`src/include/periph_config.svh`:
```
// Widths and the register map assume a 12-bit APB space split into two 256-byte windows

`ifndef PERIPH_CONFIG_SVH
`define PERIPH_CONFIG_SVH

// Bus and source sizing
`define PERIPH_ADDR_W       12
`define PERIPH_DATA_W       32
`define PERIPH_NUM_TIMERS   2
`define PERIPH_NUM_EXT      4
`define PERIPH_NUM_SRC      6
`define PERIPH_PRIO_W       3
`define PERIPH_ID_W         3

// Address windows
`define PERIPH_TIMER_BASE   'h000
`define PERIPH_PLIC_BASE    'h100
`define PERIPH_WIN_SIZE     'h100

// Timer registers, repeated every stride
`define PERIPH_TMR_STRIDE   'h10
`define PERIPH_TMR_CTRL     'h0
`define PERIPH_TMR_COUNT    'h4
`define PERIPH_TMR_CMP      'h8
`define PERIPH_TMR_STATUS   'hC

// Interrupt controller registers, PRIO of source i sits at PRIO + 4*i
`define PERIPH_PLIC_PRIO    'h00
`define PERIPH_PLIC_ENABLE  'h20
`define PERIPH_PLIC_THRESH  'h24
`define PERIPH_PLIC_CLAIM   'h28

`endif

```
`src/design/periph_pkg.sv`:
```
// Bus types model APB without pprot and pstrb; all writes are full 32-bit words

`include "periph_config.svh"

package periph_pkg;

    // --------------------
    // APB
    // --------------------
    typedef struct packed {
        logic                       psel;
        logic                       penable;
        logic                       pwrite;
        logic [`PERIPH_ADDR_W-1:0]  paddr;
        logic [`PERIPH_DATA_W-1:0]  pwdata;
    } apb_req_t;

    typedef struct packed {
        logic [`PERIPH_DATA_W-1:0]  prdata;
        logic                       pready;
        logic                       pslverr;
    } apb_resp_t;

    // --------------------
    // Interrupts
    // --------------------

    // Bit i is source id i+1
    typedef logic [`PERIPH_NUM_SRC-1:0] src_vec_t;

    // Claim and complete strobes from the target to the gateway
    typedef struct packed {
        logic                       claim_valid;
        logic [`PERIPH_ID_W-1:0]    claim_id;
        logic                       complete_valid;
        logic [`PERIPH_ID_W-1:0]    complete_id;
    } plic_ctl_t;

endpackage

```
`src/design/apb_decoder.sv`:
```
// Expects a setup phase before every access phase; unmapped addresses get pslverr and zero data

`include "periph_config.svh"

module apb_decoder
    import periph_pkg::*;
(
    input  logic      clk_i,
    input  logic      rst_i,
    input  apb_req_t  req_i,
    output apb_resp_t resp_o,
    output apb_req_t  tmr_req_o,
    input  apb_resp_t tmr_resp_i,
    output apb_req_t  plic_req_o,
    input  apb_resp_t plic_resp_i
);
    localparam int AddrW   = `PERIPH_ADDR_W;
    localparam int WinW    = $clog2(`PERIPH_WIN_SIZE);
    localparam int WinIdxW = AddrW - WinW;

    logic hit_tmr;
    logic hit_plic;
    logic tmr_sel_q;
    logic plic_sel_q;

    // Window index from the upper address bits
    assign hit_tmr  = req_i.paddr[AddrW-1:WinW] ==
                      WinIdxW'(`PERIPH_TIMER_BASE / `PERIPH_WIN_SIZE);
    assign hit_plic = req_i.paddr[AddrW-1:WinW] ==
                      WinIdxW'(`PERIPH_PLIC_BASE / `PERIPH_WIN_SIZE);

    always_comb begin
        tmr_req_o       = req_i;
        tmr_req_o.psel  = req_i.psel && hit_tmr;
        plic_req_o      = req_i;
        plic_req_o.psel = req_i.psel && hit_plic;
    end

    // Slave selection latched in setup, used for the response in access
    always_ff @(posedge clk_i) begin
        if (rst_i) begin
            tmr_sel_q  <= 1'b0;
            plic_sel_q <= 1'b0;
        end else if (req_i.psel && !req_i.penable) begin
            tmr_sel_q  <= hit_tmr;
            plic_sel_q <= hit_plic;
        end else if (!req_i.psel) begin
            tmr_sel_q  <= 1'b0;
            plic_sel_q <= 1'b0;
        end
    end

    always_comb begin
        resp_o        = '0;
        resp_o.pready = 1'b1;
        if (tmr_sel_q) begin
            resp_o = tmr_resp_i;
        end else if (plic_sel_q) begin
            resp_o = plic_resp_i;
        end else begin
            resp_o.pslverr = req_i.psel && req_i.penable;
        end
    end

endmodule

```
`src/design/apb_timer.sv`:
```
// Timers count only while CTRL bit0 is set; a bus write to COUNT overrides the increment

`include "periph_config.svh"

module apb_timer
    import periph_pkg::*;
(
    input  logic                          clk_i,
    input  logic                          rst_i,
    input  apb_req_t                      req_i,
    output apb_resp_t                     resp_o,
    output logic [`PERIPH_NUM_TIMERS-1:0] match_o
);
    localparam int NumTmr  = `PERIPH_NUM_TIMERS;
    localparam int DataW   = `PERIPH_DATA_W;
    localparam int WinW    = $clog2(`PERIPH_WIN_SIZE);
    localparam int StrideW = $clog2(`PERIPH_TMR_STRIDE);

    logic [WinW-1:0]         off;
    logic [WinW-StrideW-1:0] tmr_idx;
    logic [StrideW-1:0]      reg_off;
    logic                    access;
    logic                    reg_valid;
    logic                    wr_en;
    logic [NumTmr-1:0]       en_q;
    logic [NumTmr-1:0]       flag_q;
    logic [NumTmr-1:0]       hit_cmp;
    logic [DataW-1:0]        count_q [NumTmr];
    logic [DataW-1:0]        cmp_q   [NumTmr];

    assign off       = req_i.paddr[WinW-1:0];
    assign tmr_idx   = off[WinW-1:StrideW];
    assign reg_off   = off[StrideW-1:0];
    assign access    = req_i.psel && req_i.penable;
    assign reg_valid = (int'(tmr_idx) < NumTmr) && (reg_off[1:0] == 2'b00);
    assign wr_en     = access && req_i.pwrite && reg_valid;

    always_comb begin
        for (int i = 0; i < NumTmr; i++) begin
            hit_cmp[i] = en_q[i] && (count_q[i] == cmp_q[i]);
        end
    end

    // --------------------
    // Counters and flags
    // --------------------
    always_ff @(posedge clk_i) begin
        if (rst_i) begin
            en_q   <= '0;
            flag_q <= '0;
            for (int i = 0; i < NumTmr; i++) begin
                count_q[i] <= '0;
                cmp_q[i]   <= '0;
            end
        end else begin
            for (int i = 0; i < NumTmr; i++) begin
                if (hit_cmp[i]) begin
                    count_q[i] <= '0;
                    flag_q[i]  <= 1'b1;
                end else if (en_q[i]) begin
                    count_q[i] <= count_q[i] + 1'b1;
                end
                // Bus write last, so clearing the flag beats a match
                if (wr_en && int'(tmr_idx) == i) begin
                    case (reg_off)
                        StrideW'(`PERIPH_TMR_CTRL):   en_q[i]    <= req_i.pwdata[0];
                        StrideW'(`PERIPH_TMR_COUNT):  count_q[i] <= req_i.pwdata;
                        StrideW'(`PERIPH_TMR_CMP):    cmp_q[i]   <= req_i.pwdata;
                        StrideW'(`PERIPH_TMR_STATUS): begin
                            if (req_i.pwdata[0]) begin
                                flag_q[i] <= 1'b0;
                            end
                        end
                        default: ;
                    endcase
                end
            end
        end
    end

    // --------------------
    // Read path
    // --------------------
    always_comb begin
        resp_o         = '0;
        resp_o.pready  = 1'b1;
        resp_o.pslverr = access && !reg_valid;
        if (access && !req_i.pwrite && reg_valid) begin
            for (int i = 0; i < NumTmr; i++) begin
                if (int'(tmr_idx) == i) begin
                    case (reg_off)
                        StrideW'(`PERIPH_TMR_CTRL):   resp_o.prdata = DataW'(en_q[i]);
                        StrideW'(`PERIPH_TMR_COUNT):  resp_o.prdata = count_q[i];
                        StrideW'(`PERIPH_TMR_CMP):    resp_o.prdata = cmp_q[i];
                        StrideW'(`PERIPH_TMR_STATUS): resp_o.prdata = DataW'(flag_q[i]);
                        default:                      resp_o.prdata = '0;
                    endcase
                end
            end
        end
    end

    assign match_o = flag_q;

endmodule

```
`src/design/plic_gateway.sv`:
```
// Level sources only; a source re-pends after completion only if it is still high

`include "periph_config.svh"

module plic_gateway
    import periph_pkg::*;
(
    input  logic      clk_i,
    input  logic      rst_i,
    input  src_vec_t  src_i,
    input  plic_ctl_t ctl_i,
    output src_vec_t  pending_o
);
    localparam int NumSrc = `PERIPH_NUM_SRC;
    localparam int IdW    = `PERIPH_ID_W;

    src_vec_t pending_q;
    src_vec_t pending_d;
    src_vec_t in_service_q;
    src_vec_t in_service_d;
    src_vec_t claim_hit;
    src_vec_t complete_hit;

    // Id 0 never matches, so a claim of nothing is harmless
    always_comb begin
        for (int i = 0; i < NumSrc; i++) begin
            claim_hit[i]    = ctl_i.claim_valid && (ctl_i.claim_id == IdW'(i + 1));
            complete_hit[i] = ctl_i.complete_valid && (ctl_i.complete_id == IdW'(i + 1));
        end
    end

    always_comb begin
        for (int i = 0; i < NumSrc; i++) begin
            // Capture only when idle
            pending_d[i] = pending_q[i] || (src_i[i] && !in_service_q[i]);
            if (claim_hit[i]) begin
                pending_d[i] = 1'b0;
            end
            in_service_d[i] = (in_service_q[i] || claim_hit[i]) && !complete_hit[i];
        end
    end

    always_ff @(posedge clk_i) begin
        if (rst_i) begin
            pending_q    <= '0;
            in_service_q <= '0;
        end else begin
            pending_q    <= pending_d;
            in_service_q <= in_service_d;
        end
    end

    assign pending_o = pending_q;

endmodule

```
`src/design/plic_target.sv`:
```
// Single target; priority 0 disables a source and ties go to the lowest id

`include "periph_config.svh"

module plic_target
    import periph_pkg::*;
(
    input  logic      clk_i,
    input  logic      rst_i,
    input  apb_req_t  req_i,
    output apb_resp_t resp_o,
    input  src_vec_t  pending_i,
    output plic_ctl_t ctl_o,
    output logic      irq_o
);
    localparam int NumSrc = `PERIPH_NUM_SRC;
    localparam int PrioW  = `PERIPH_PRIO_W;
    localparam int IdW    = `PERIPH_ID_W;
    localparam int DataW  = `PERIPH_DATA_W;
    localparam int WinW   = $clog2(`PERIPH_WIN_SIZE);

    logic [WinW-1:0]  off;
    src_vec_t         prio_sel;
    logic             is_enable;
    logic             is_thresh;
    logic             is_claim;
    logic             access;
    logic             reg_valid;
    logic             wr_en;
    logic             rd_en;
    logic [PrioW-1:0] prio_q [NumSrc];
    src_vec_t         enable_q;
    logic [PrioW-1:0] threshold_q;
    logic [IdW-1:0]   best_id_d;
    logic [IdW-1:0]   best_id_q;
    logic [PrioW-1:0] best_prio_d;
    logic [PrioW-1:0] best_prio_q;

    assign off = req_i.paddr[WinW-1:0];

    always_comb begin
        for (int i = 0; i < NumSrc; i++) begin
            prio_sel[i] = off == WinW'(`PERIPH_PLIC_PRIO + 4 * (i + 1));
        end
    end

    assign is_enable = off == WinW'(`PERIPH_PLIC_ENABLE);
    assign is_thresh = off == WinW'(`PERIPH_PLIC_THRESH);
    assign is_claim  = off == WinW'(`PERIPH_PLIC_CLAIM);
    assign access    = req_i.psel && req_i.penable;
    assign reg_valid = (|prio_sel) || is_enable || is_thresh || is_claim;
    assign wr_en     = access && req_i.pwrite && reg_valid;
    assign rd_en     = access && !req_i.pwrite && reg_valid;

    always_ff @(posedge clk_i) begin
        if (rst_i) begin
            enable_q    <= '0;
            threshold_q <= '0;
            for (int i = 0; i < NumSrc; i++) begin
                prio_q[i] <= '0;
            end
        end else if (wr_en) begin
            for (int i = 0; i < NumSrc; i++) begin
                if (prio_sel[i]) begin
                    prio_q[i] <= req_i.pwdata[PrioW-1:0];
                end
            end
            if (is_enable) begin
                enable_q <= req_i.pwdata[NumSrc-1:0];
            end
            if (is_thresh) begin
                threshold_q <= req_i.pwdata[PrioW-1:0];
            end
        end
    end

    // --------------------
    // Best source
    // --------------------
    always_comb begin
        best_id_d   = '0;
        best_prio_d = '0;
        // Strict compare in ascending order keeps the lower id on a tie
        for (int i = 0; i < NumSrc; i++) begin
            if (pending_i[i] && enable_q[i] && (prio_q[i] > best_prio_d)) begin
                best_id_d   = IdW'(i + 1);
                best_prio_d = prio_q[i];
            end
        end
    end

    always_ff @(posedge clk_i) begin
        if (rst_i) begin
            best_id_q   <= '0;
            best_prio_q <= '0;
        end else begin
            best_id_q   <= best_id_d;
            best_prio_q <= best_prio_d;
        end
    end

    assign irq_o = best_prio_q > threshold_q;

    // Claim on read, complete on write of the same register
    always_comb begin
        ctl_o.claim_valid    = rd_en && is_claim;
        ctl_o.claim_id       = best_id_q;
        ctl_o.complete_valid = wr_en && is_claim;
        ctl_o.complete_id    = req_i.pwdata[IdW-1:0];
    end

    always_comb begin
        resp_o         = '0;
        resp_o.pready  = 1'b1;
        resp_o.pslverr = access && !reg_valid;
        if (rd_en) begin
            for (int i = 0; i < NumSrc; i++) begin
                if (prio_sel[i]) begin
                    resp_o.prdata = DataW'(prio_q[i]);
                end
            end
            if (is_enable) begin
                resp_o.prdata = DataW'(enable_q);
            end
            if (is_thresh) begin
                resp_o.prdata = DataW'(threshold_q);
            end
            if (is_claim) begin
                resp_o.prdata = DataW'(best_id_q);
            end
        end
    end

endmodule

```
`src/design/periph_top.sv`:
```
// APB slave with no wait states; sources 1-2 are timer flags, 3-6 are level inputs ext_irq_i

`include "periph_config.svh"

module periph_top
    import periph_pkg::*;
(
    input  logic                       clk_i,
    input  logic                       rst_i,
    input  apb_req_t                   apb_req_i,
    output apb_resp_t                  apb_resp_o,
    input  logic [`PERIPH_NUM_EXT-1:0] ext_irq_i,
    output logic                       irq_o
);
    apb_req_t                       tmr_req;
    apb_resp_t                      tmr_resp;
    apb_req_t                       plic_req;
    apb_resp_t                      plic_resp;
    logic [`PERIPH_NUM_TIMERS-1:0]  tmr_match;
    src_vec_t                       src_vec;
    src_vec_t                       pending;
    plic_ctl_t                      plic_ctl;

    // Timer flags take the low ids
    assign src_vec = {ext_irq_i, tmr_match};

    apb_decoder i_decoder (
        .clk_i       ( clk_i      ),
        .rst_i       ( rst_i      ),
        .req_i       ( apb_req_i  ),
        .resp_o      ( apb_resp_o ),
        .tmr_req_o   ( tmr_req    ),
        .tmr_resp_i  ( tmr_resp   ),
        .plic_req_o  ( plic_req   ),
        .plic_resp_i ( plic_resp  )
    );

    apb_timer i_timer (
        .clk_i   ( clk_i     ),
        .rst_i   ( rst_i     ),
        .req_i   ( tmr_req   ),
        .resp_o  ( tmr_resp  ),
        .match_o ( tmr_match )
    );

    plic_gateway i_gateway (
        .clk_i     ( clk_i    ),
        .rst_i     ( rst_i    ),
        .src_i     ( src_vec  ),
        .ctl_i     ( plic_ctl ),
        .pending_o ( pending  )
    );

    plic_target i_target (
        .clk_i     ( clk_i     ),
        .rst_i     ( rst_i     ),
        .req_i     ( plic_req  ),
        .resp_o    ( plic_resp ),
        .pending_i ( pending   ),
        .ctl_o     ( plic_ctl  ),
        .irq_o     ( irq_o     )
    );

endmodule

```
`config.mk`:
```
export PLATFORM = sky130hd
export DESIGN_NAME = periph_top
export DESIGN_NICKNAME = d
export VERILOG_FILES = /design/src/design/periph_pkg.sv /design/src/design/apb_decoder.sv /design/src/design/apb_timer.sv /design/src/design/plic_gateway.sv /design/src/design/plic_target.sv /design/src/design/periph_top.sv
export VERILOG_INCLUDE_DIRS = /design/src /design/src/include
export SDC_FILE = /design/constraint.sdc
export NUM_CORES = 1
export LEC_CHECK = 0
export ABC_AREA = 1
export BUFFER_PORTS_ARGS = -buffer_cell sky130_fd_sc_hd__buf_4
export CELL_PAD_IN_SITES_DETAIL_PLACEMENT = 1
export CELL_PAD_IN_SITES_GLOBAL_PLACEMENT = 2
export CORE_ASPECT_RATIO = 1.1
export CORE_MARGIN = 4
export CORE_UTILIZATION = 40
export DETAILED_ROUTE_END_ITERATION = 10
export GPL_TIMING_DRIVEN = 0
export PLACE_DENSITY_LB_ADDON = 0.1
export SYNTH_ARGS = -nofsm -noshare
export SYNTH_HDL_FRONTEND = slang
export SYNTH_SLANG_ARGS = --single-unit
```
`constraint.sdc`:
```
create_clock -name clk_i -period 9 [get_ports clk_i]
set_input_delay 1.35 -clock clk_i [delete_from_list [all_inputs] [get_ports clk_i]]
set_output_delay 1.35 -clock clk_i [all_outputs]
set_load 0.02 [all_outputs]
```
==> results of run 1 <==
## cell usage after synthesis (all sizes together)
cell     count  area (sq um)
a2111oi      1          8.76
a211oi       1          7.51
a21oi       54           270
a221oi      17           149
a22o         3          26.3
a31o         1          8.76
a31oi        6          37.5
a32oi        1          8.76
and2         4          25.0
buf         12          78.8
clkbuf      37           139
clkinv       1          3.75
conb         1          3.75
dfxtp       33           661
edfxtp     146          4380
ha          17           213
inv        192           721
nand2      230           913
nand3       65           360
nand3b       2          15.0
nand4       27           206
nor2       107           526
nor3        52           354
nor4        16           128
o2111ai      6          52.6
o211ai       7          52.6
o21ai      117           586
o21bai       1          7.51
o221ai       8          70.1
o22ai       51           319
o311ai       1          8.76
o31ai        1          7.51
o32ai        5          43.8
or2          1          6.26
xnor2       52           455
xor2        41           359
## flip-flops by register name, summed over array words and instances (netlist names), 2 cells and up
register,count
i_timer.cmp_q,64
i_timer.count_q,64
i_target.prio_q,18
i_gateway.in_service_q,6
i_gateway.pending_o,6
i_target.enable_q,6
i_target.best_id_q,3
i_target.best_prio_q,3
i_target.threshold_q,3
i_timer.en_q,2
i_timer.match_o,2
## area by class of cell
| class | count | area (sq um) |
|---|---|---|
| Fill cell | 3344 | 14700 |
| Multi-Input combinational cell | 896 | 5260 |
| Sequential cell | 179 | 5040 |
| Inverter | 193 | 724 |
| Timing Repair Buffer | 87 | 686 |
| Tap cell | 363 | 454 |
| Clock buffer | 18 | 429 |
| Buffer | 49 | 218 |
| Clock inverter | 14 | 169 |
## routing by layer
metal	track usage (%)	share of wire (%)
met1	33.2	40
met2	52.4	53
met4	10.5	3.8
met5	0	0
met3	2.97	3.6
## kinds of logic (layout without fill, tap and decap cells)
family,Yosys count,count (layout),share of synthesized area (%)
compound gates,281,281,14.8
xor+xnor,93,93,7.26
fa+ha+maj,17,17,1.90
buf+inv,242,361,8.40
flops,179,179,45.0
other cells,1,1,0.0334
simple gates,504,504,22.6
## worst reg2reg max path, delay by kind of cell (launching register included)
kind            cells  cell delay, ns
fa+ha+maj           5            1.54
simple gates       19            2.08
buf+inv             5            0.45
compound gates      7            1.81
flops               1            0.43
## layout by cell type, fill, tap and decap left out, drive strengths merged, types with 27 or more instances in the layout
master / n
a21oi: 54
nor2: 107
buf: 99
nand3: 65
o21ai: 117
inv: 200
nand2: 230
edfxtp: 146
nand4: 27
clkbuf: 55
xor2: 41
xnor2: 52
o22ai: 51
dfxtp: 33
nor3: 52
## worst max-delay path by stage
stage | cells after the start | to | slack [ns]
after detailed placement | 36 | i_target.best_prio_q[0]$_SDFF_PP0_ | 2.51
final | 36 | i_target.best_prio_q[0]$_SDFF_PP0_ | 2.61
after CTS | 36 | i_target.best_prio_q[0]$_SDFF_PP0_ | 2.48
after global routing | 37 | i_target.best_prio_q[0]$_SDFF_PP0_ | 1.73
after floorplan | 38 | i_target.best_prio_q[0]$_SDFF_PP0_ | 3.58
after global placement | 10 | i_timer.cmp_q[0][30]$_DFFE_PP_ | 2.35
## stage by stage
stage	hold slack, ns	area [sq um]	total power (uW)	util (%)	cells
floorplan	0.427	11200	1050	-	1317
global placement	0.447	12300	1140	44.4	1765
detailed placement	0.458	12400	1140	44.7	1767
CTS	0.471	13000	1930	46.9	1799
global route	0.507	13000	1970	46.9	1799
finish	0.471	13000	1920	46.9	1799
## where the power goes
part           total (uW)  switching (uW)  internal (uW)  leakage, uW
sequential            957            33.2            923      0.00171
combinational         167             112           54.9      0.00297
clock                 793             372            421     0.000285
total                1920             517           1400      0.00496
==> impl_metrics.csv, run 1 <==
group,metric,value,unit
outcome,outcome,"completed",
layout,syn_to_final_growth,15.8,%
routing,wl_per_cell,24.1,microns
logic_synthesis,synth_seq_area_share,45.0,%
placed_design,gp_congestion,0.930,
layout,nets,1493,
placed_design,dp_slack,2.51,ns
floorplanning,rows,64,
logic_synthesis,synth_cell_types,52,
worst_setup_path,startpoint,"i_target.prio_q[0][2]$_SDFFCE_PN0P_",
logic_synthesis,synth_cells,1317,
timing,max_freq,156,MHz
worst_setup_path,critPathSlowestCell,"edfxtp_1",
power_and_ir_drop,cellLeakagePower,0.00496,uW
routing,post-route-drc-count,0,
floorplanning,start_util,40.5,%
floorplanning,die_x,168,microns
worst_setup_path,reg2reg_setup_slack,2.61,ns
grt,grt_usage,28.0,%
grt,grt_max_degree,33,
flow_run,maxCapViolCount,0,
hold_path,holdPathStages,2,
timing,drv_slew,0,
power_and_ir_drop,max-vdd-ir-drop,102,uV
routing,dr.pass1.iters,5,
hold_path,min_from,"i_gateway.in_service_q[0]$_SDFF_PP0_",
timing,period_minus_slack,6.39,ns
routing,first_iter_violations,798,
logic_synthesis,avgSynthCellArea,8.52,sq um
clocking,clk_pin_slew_worst_paths,0.08,ns
logic_synthesis,yosys_register_bits,179,
logic_synthesis,syn_area,11200,sq um
logic_synthesis,synth.net_count,1387,
power_and_ir_drop,powerDensity,148,nW/um^2
clocking,numCtsBuffers,17,
grt,antenna_found_initial,0,
grt,overflow,0,
worst_setup_path,worstPathArrival,6.74,ns
timing,rsz0062_at_grt,"false",
worst_setup_path,end_kind,"flop",
routing,postRouteWirelength,43400,microns
worst_setup_path,crit_path_max_fanout,9,
layout,antenna_cells,0,
routing,num_vias,10200,
layout,drive_above_1_share,14.7,%
grt,grt_pass1_wl,64800,microns
clocking,ctsHoldBuffers,0,
worst_setup_path,reg2regPathDepth,36,
worst_setup_path,crit_family,"simple AND/OR/NAND/NOR gates",
clocking,clk-insertion-delay-late,0.45,ns
logic_synthesis,yosys_warnings,0,
floorplanning,core,27700,sq um
placed_design,port_buffers,85,
worst_setup_path,path_class,"flop to flop",
clocking,cts_tree,"done",
routing,via_per_inst,5.65,
clocking,cts_resized,0,
timing,maxSlewHeadroom,38.1,%
floorplanning,ios,88,
worst_setup_path,cp_num_buf_inv,5,
worst_setup_path,timing.rr.start,"i_target.prio_q[0][2]$_SDFFCE_PN0P_",
clocking,cts_sinks,179,
worst_setup_path,cpMostUsedCell,"nand2_1",
clocking,cts_max_level,4,
grt,grt_pass1_vias,10600,
hold_path,holdPathEnd,"i_gateway.in_service_q[0]$_SDFF_PP0_",
timing,fin_crit_sh,71.0,%
timing,skew,0.0134,ns
clocking,cts_setup_buffers,0,
floorplanning,dieArea,30800,sq um
timing,hold_viol_final,0,
routing,drtAntennaViolNets,0,
hold_path,hp-class,"flop to flop",
worst_setup_path,worstPathRequired,9.35,ns
timing,worst_slack,2.61,ns
timing,finalSetupViolCount,0,
worst_setup_path,cp-start-kind,"flop",
clocking,cts_max_path_buffers,2,
timing,fin_setup_tns,0,ns
timing,tightest_slew,0.927,ns
worst_setup_path,reg2reg_to,"i_target.best_prio_q[0]$_SDFF_PP0_",
clocking,cts-root-buf,"clkbuf_16",
placed_design,hpwl,35000,microns
worst_setup_path,slowest_delay,0.43,ns
floorplanning,die-height,184,microns
Note: power is estimated with default switching activity, not from simulation.
==> run 2: changes to the inputs <==
- CORE_UTILIZATION: 40 -> 34
- clock period: 9 -> 5.2 ns (I/O delays scaled with it)
==> impl_metrics.csv, run 2 (synthesized netlist as in run 1, its figures left out) <==
group,metric,value,unit
flow_run,maxCapViolCount,0,
timing,period_minus_slack,5.44,ns
layout,final_common_cell,"nand2_1",
layout,fin_area,13900,sq um
worst_setup_path,cpMostUsedCell,"nand2_4",
grt,antenna_found_initial,0,
clocking,numCtsBuffers,17,
hold_path,hp-class,"flop to flop",
worst_setup_path,worstPathRequired,5.54,ns
placed_design,dp_slack,-0.908,ns
routing,via_per_inst,5.35,
power_and_ir_drop,switching_share,26.7,%
floorplanning,rows,69,
power_and_ir_drop,power,3290,uW
floorplanning,dieArea,36000,sq um
worst_setup_path,slowest_delay,0.44,ns
routing,num_vias,10200,
grt,grt_pass1_wl,68100,microns
worst_setup_path,end_kind,"flop",
routing,wl_per_cell,24.4,microns
grt,overflow,0,
power_and_ir_drop,cellLeakagePower,0.00530,uW
placed_design,placed_cell_area,12500,sq um
clocking,cts_sinks,179,
power_and_ir_drop,p_int,2410,uW
floorplanning,die-height,198,microns
timing,drv_slew,0,
floorplanning,ios,88,
worst_setup_path,cp-start-kind,"flop",
grt,grt_pass1_vias,10800,
timing,hold_viol_final,0,
outcome,outcome,"finished, violations left",
clocking,clk_pin_slew_worst_paths,0.07,ns
routing,dr.pass1.iters,5,
clocking,ctsHoldBuffers,0,
layout,layout_common_cells,"nand2_1 (198), inv_1 (178), edfxtp_1 (146)",
routing,first_iter_violations,700,
clocking,cts_max_level,4,
timing,max_freq,184,MHz
worst_setup_path,crit_path_max_fanout,6,
floorplanning,die_x,181,microns
timing,fin_crit_sh,105,%
power_and_ir_drop,power.switching,879,uW
routing,post-route-drc-count,0,
power_and_ir_drop,powerDensity,237,nW/um^2
clocking,clk-insertion-delay-late,0.44,ns
floorplanning,start_util,34.6,%
layout,final_cells,1913,
routing,drtAntennaViolNets,0,
worst_setup_path,path_class,"flop to flop",
worst_setup_path,critPathSlowestCell,"edfxtp_1",
timing,fin_setup_tns,-1.11,ns
timing,rsz0062_at_grt,"true",
layout,drive_above_1_share,21.9,%
grt,grt_max_degree,33,
worst_setup_path,worstPathArrival,5.78,ns
timing,finalSetupViolCount,6,
power_and_ir_drop,max-vdd-ir-drop,172,uV
timing,maxSlewHeadroom,37.8,%
power_and_ir_drop,comb_power_share,9.4,%
placed_design,gp_congestion,0.896,
layout,top_regs,"i_timer.cmp_q (64), i_timer.count_q (64), i_target.prio_q (18)",
clocking,cts_max_path_buffers,2,
layout,nets,1544,
floorplanning,core,32500,sq um
routing,postRouteWirelength,46700,microns
outcome,violations,"negative setup slack",
timing,skew,0.0106,ns
power_and_ir_drop,p_clk_share,40.3,%
placed_design,port_buffers,85,
clocking,cts-root-buf,"clkbuf_16",
layout,syn_to_final_growth,23.7,%
power_and_ir_drop,seqPwrFrac,50.3,%
placed_design,dp.cells,1831,
grt,grt_usage,25.6,%
timing,worst_slack,-0.240,ns
clocking,cts_tree,"done",
timing,tightest_slew,0.933,ns
layout,antenna_cells,0,
placed_design,hpwl,36300,microns
==> run 2: cell count changes in the layout (fill, tap and decap cells not counted), sizes merged <==
cell	change
buf	+51
bufinv	-2
clkbuf	+4
clkinv	+4
clkinvlp	-3
inv	-3
==> run 2: layout make-up <==
cell class / count / area, sq um
sequential: 179 / 5050
clock inverter: 10 / 67.6
buffer: 49 / 218
tap: 426 / 533
timing repair buffer: 138 / 1080
clock buffer: 22 / 517
multi-input combinational: 896 / 5690
inverter: 193 / 727
fill: 3844 / 18600
==> run 2: per-layer routing <==
layer  track usage [%]  up-vias  share of wire, %
met5                 0        -                 0
met4              11.6        0               4.5
li1                  -     4878                 -
met3              2.80       62               2.9
met2              47.8      214                53
met1              29.4     5079                39
==> run 2: final timing paths <==
| check | cells after the start | slack [ns] | startpoint | end |
|---|---|---|---|---|
| setup reg to reg | 38 | -0.24 | i_target.prio_q[0][1]$_SDFFCE_PN0P_ | i_target.best_prio_q[2]$_SDFF_PP0_ |
| hold / removal | 2 | 0.46 | i_gateway.in_service_q[1]$_SDFF_PP0_ | i_gateway.in_service_q[1]$_SDFF_PP0_ |
| hold reg to reg | 2 | 0.46 | i_gateway.in_service_q[1]$_SDFF_PP0_ | i_gateway.in_service_q[1]$_SDFF_PP0_ |
| setup / recovery | 38 | -0.24 | i_target.prio_q[0][1]$_SDFFCE_PN0P_ | i_target.best_prio_q[2]$_SDFF_PP0_ |
==> run 2: power groups by stage <==
stage	Clock [uW]	Combinational, uW	Sequential (uW)
final	1330	310	1660
after global routing	1400	334	1660
after floorplan	0	158	1670
after global placement	0	281	1690
after detailed placement	0	291	1690
after CTS	1340	301	1660
==> run 2: timing repair <==
item                       CTS  global route
pin swaps                   38            24
setup endpoints to repair    6             6
resized for setup           49            38
gates cloned                 0             0
setup buffers               40            10
==> run 2: through the flow <==
stage / hold WS (ns) / utilization [%]
final: 0.460 / 42.7
after global routing: 0.493 / 42.7
after CTS: 0.463 / 41.8
after detailed placement: 0.458 / 38.5
after global placement: 0.446 / 38.2
after floorplan: 0.427 / -
==> run 2: worst max-delay path: cells and delay by family, from the launching register on <==
kind	cells	cell delay [ns]
buffers and inverters	6	0.45
adders and majority gates	5	1.35
AOI/OAI and AO/OA	8	1.31
DFF	1	0.44
and+or+nand+nor	19	1.78
==> run 3: changes to the inputs <==
- CORE_MARGIN: 4 -> 5
==> impl_metrics.csv, run 3 (synthesized netlist as in run 1, its figures left out) <==
group,metric,value,unit
routing,via_per_inst,5.41,
clocking,cts_tree,"done",
flow_run,maxCapViolCount,0,
worst_setup_path,crit_family,"simple AND/OR/NAND/NOR gates",
routing,postRouteWirelength,46300,microns
worst_setup_path,path_class,"flop to flop",
placed_design,dp_slack,-0.880,ns
worst_setup_path,cp_num_buf_inv,7,
routing,first_iter_violations,653,
clocking,ctsHoldBuffers,0,
grt,grt_pass1_wl,67000,microns
routing,num_vias,10300,
placed_design,dp.cells,1831,
placed_design,port_buffers,85,
layout,register_area,5050,sq um
layout,top_regs,"i_timer.cmp_q (64), i_timer.count_q (64), i_target.prio_q (18)",
timing,worst_slack,-0.160,ns
timing,fin_crit_sh,103,%
clocking,cts-root-buf,"clkbuf_16",
layout,layout_common_cells,"nand2_1 (198), inv_1 (179), edfxtp_1 (146)",
hold_path,min_from,"i_gateway.in_service_q[0]$_SDFF_PP0_",
worst_setup_path,slowest_delay,0.45,ns
worst_setup_path,crit_path_max_fanout,6,
grt,grt_max_degree,33,
placed_design,gp_congestion,0.877,
power_and_ir_drop,p_int,2460,uW
grt,grt_usage,24.5,%
worst_setup_path,cpMostUsedCell,"nand2_2",
routing,drtAntennaViolNets,0,
routing,wl_met3,1700,microns
worst_setup_path,startpoint,"i_target.prio_q[0][1]$_SDFFCE_PN0P_",
timing,tightest_slew,0.926,ns
grt,grt_pass1_vias,10800,
power_and_ir_drop,powerDensity,242,nW/um^2
floorplanning,dieArea,36700,sq um
layout,multi_input_area,5600,sq um
power_and_ir_drop,max-vdd-ir-drop,199,uV
clocking,clk_pin_slew_worst_paths,0.07,ns
routing,routed.top_layer,"met4",
worst_setup_path,critPathSlowestCell,"edfxtp_1",
routing,post-route-drc-count,0,
layout,nets,1530,
timing,finalSetupViolCount,6,
worst_setup_path,timing.rr.start,"i_target.prio_q[0][1]$_SDFFCE_PN0P_",
routing,dr.pass1.iters,5,
power_and_ir_drop,cellLeakagePower,0.00522,uW
floorplanning,die-height,200,microns
timing,fin_setup_tns,-0.787,ns
floorplanning,rows,69,
worst_setup_path,end_kind,"flop",
worst_setup_path,worstPathRequired,5.55,ns
floorplanning,start_util,34.6,%
power_and_ir_drop,power,3310,uW
timing,period_minus_slack,5.36,ns
outcome,violations,"negative setup slack",
floorplanning,core,32500,sq um
layout,antenna_cells,0,
timing,rsz0062_at_grt,"true",
timing,hold_viol_final,0,
clocking,cts_sinks,179,
timing,skew,0.00833,ns
floorplanning,die_x,183,microns
layout,final_cells,1899,
clocking,cts_max_path_buffers,2,
grt,overflow,0,
layout,final_core_util,42.2,%
hold_path,hp-class,"flop to flop",
power_and_ir_drop,p_clk_share,40.8,%
clocking,cts_max_level,4,
floorplanning,ios,88,
clocking,numCtsBuffers,17,
worst_setup_path,worstPathArrival,5.71,ns
placed_design,hpwl,36400,microns
timing,max_freq,187,MHz
timing,maxSlewHeadroom,38.2,%
layout,drive_above_1_share,20.7,%
layout,fillers,3893,
grt,antenna_found_initial,0,
clocking,clk-insertion-delay-late,0.45,ns
outcome,outcome,"finished, violations left",
power_and_ir_drop,power.switching,860,uW
layout,final_common_cell,"nand2_1",
routing,wl_met2,24700,microns
worst_setup_path,cp-start-kind,"flop",
power_and_ir_drop,comb_power_share,9.3,%
routing,wl_per_cell,24.4,microns
timing,drv_slew,0,
power_and_ir_drop,switching_share,25.9,%
power_and_ir_drop,seqPwrFrac,50.0,%
routing,drt-met1-wl,17900,microns
layout,syn_to_final_growth,22.2,%
[run 3: cell types whose count changed in the layout (fill, tap and decap cells not counted), sizes merged]
cell / delta
inv: -1
clkinv: -2
clkbuf: +3
buf: -14
[run 3: final cells by class]
type,instances,share of cell area (%)
timing repair buffer,124,7.12
clock buffer,25,4.10
multi-input combinational,896,40.9
tap,426,3.89
inverter,193,5.31
buffer,49,1.59
clock inverter,7,0.283
sequential,179,36.8
[run 3: power by group through the flow]
stage | combinational, uW | sequential [uW] | clock (uW)
final | 307 | 1660 | 1350
after detailed placement | 292 | 1690 | 0
after global placement | 281 | 1690 | 0
after global routing | 328 | 1660 | 1410
after floorplan | 158 | 1670 | 0
after CTS | 302 | 1660 | 1360
[run 3: tightest hold or removal path, stage by stage (launching register included)]
cell and delay (ns):
dfxtp_1 0.30, inv_1 0.07, a21oi_1 0.06
[run 3: worst paths after layout]
check | to | cells past startpoint | slack (ns)
worst max-delay path | i_target.best_prio_q[2]$_SDFF_PP0_ | 38 | -0.16
worst min-delay path | i_gateway.in_service_q[0]$_SDFF_PP0_ | 2 | 0.46
worst max register to register | i_target.best_prio_q[2]$_SDFF_PP0_ | 38 | -0.16
worst min register to register | i_gateway.in_service_q[0]$_SDFF_PP0_ | 2 | 0.46
[run 3: timing repair]
action / 4_1_cts / 5_1_grt
resized for setup: 50 / 23
setup endpoints to repair: 6 / 6
pin swaps: 38 / 27
setup buffers: 25 / 11
[run 3: layer usage]
metal  global-route usage, %  up-vias
met1                    28.0     5097
met4                    9.74        0
met5                       0        -
li1                        -     4832
met3                    2.94       70
met2                    46.0      270
[run 3: per-stage QoR]
step	instance area (sq um)	hold slack (ns)
final	13700	0.463
after CTS	13500	0.469
after global placement	12400	0.444
after detailed placement	12500	0.460
after global routing	13700	0.494
after floorplan	11200	0.427
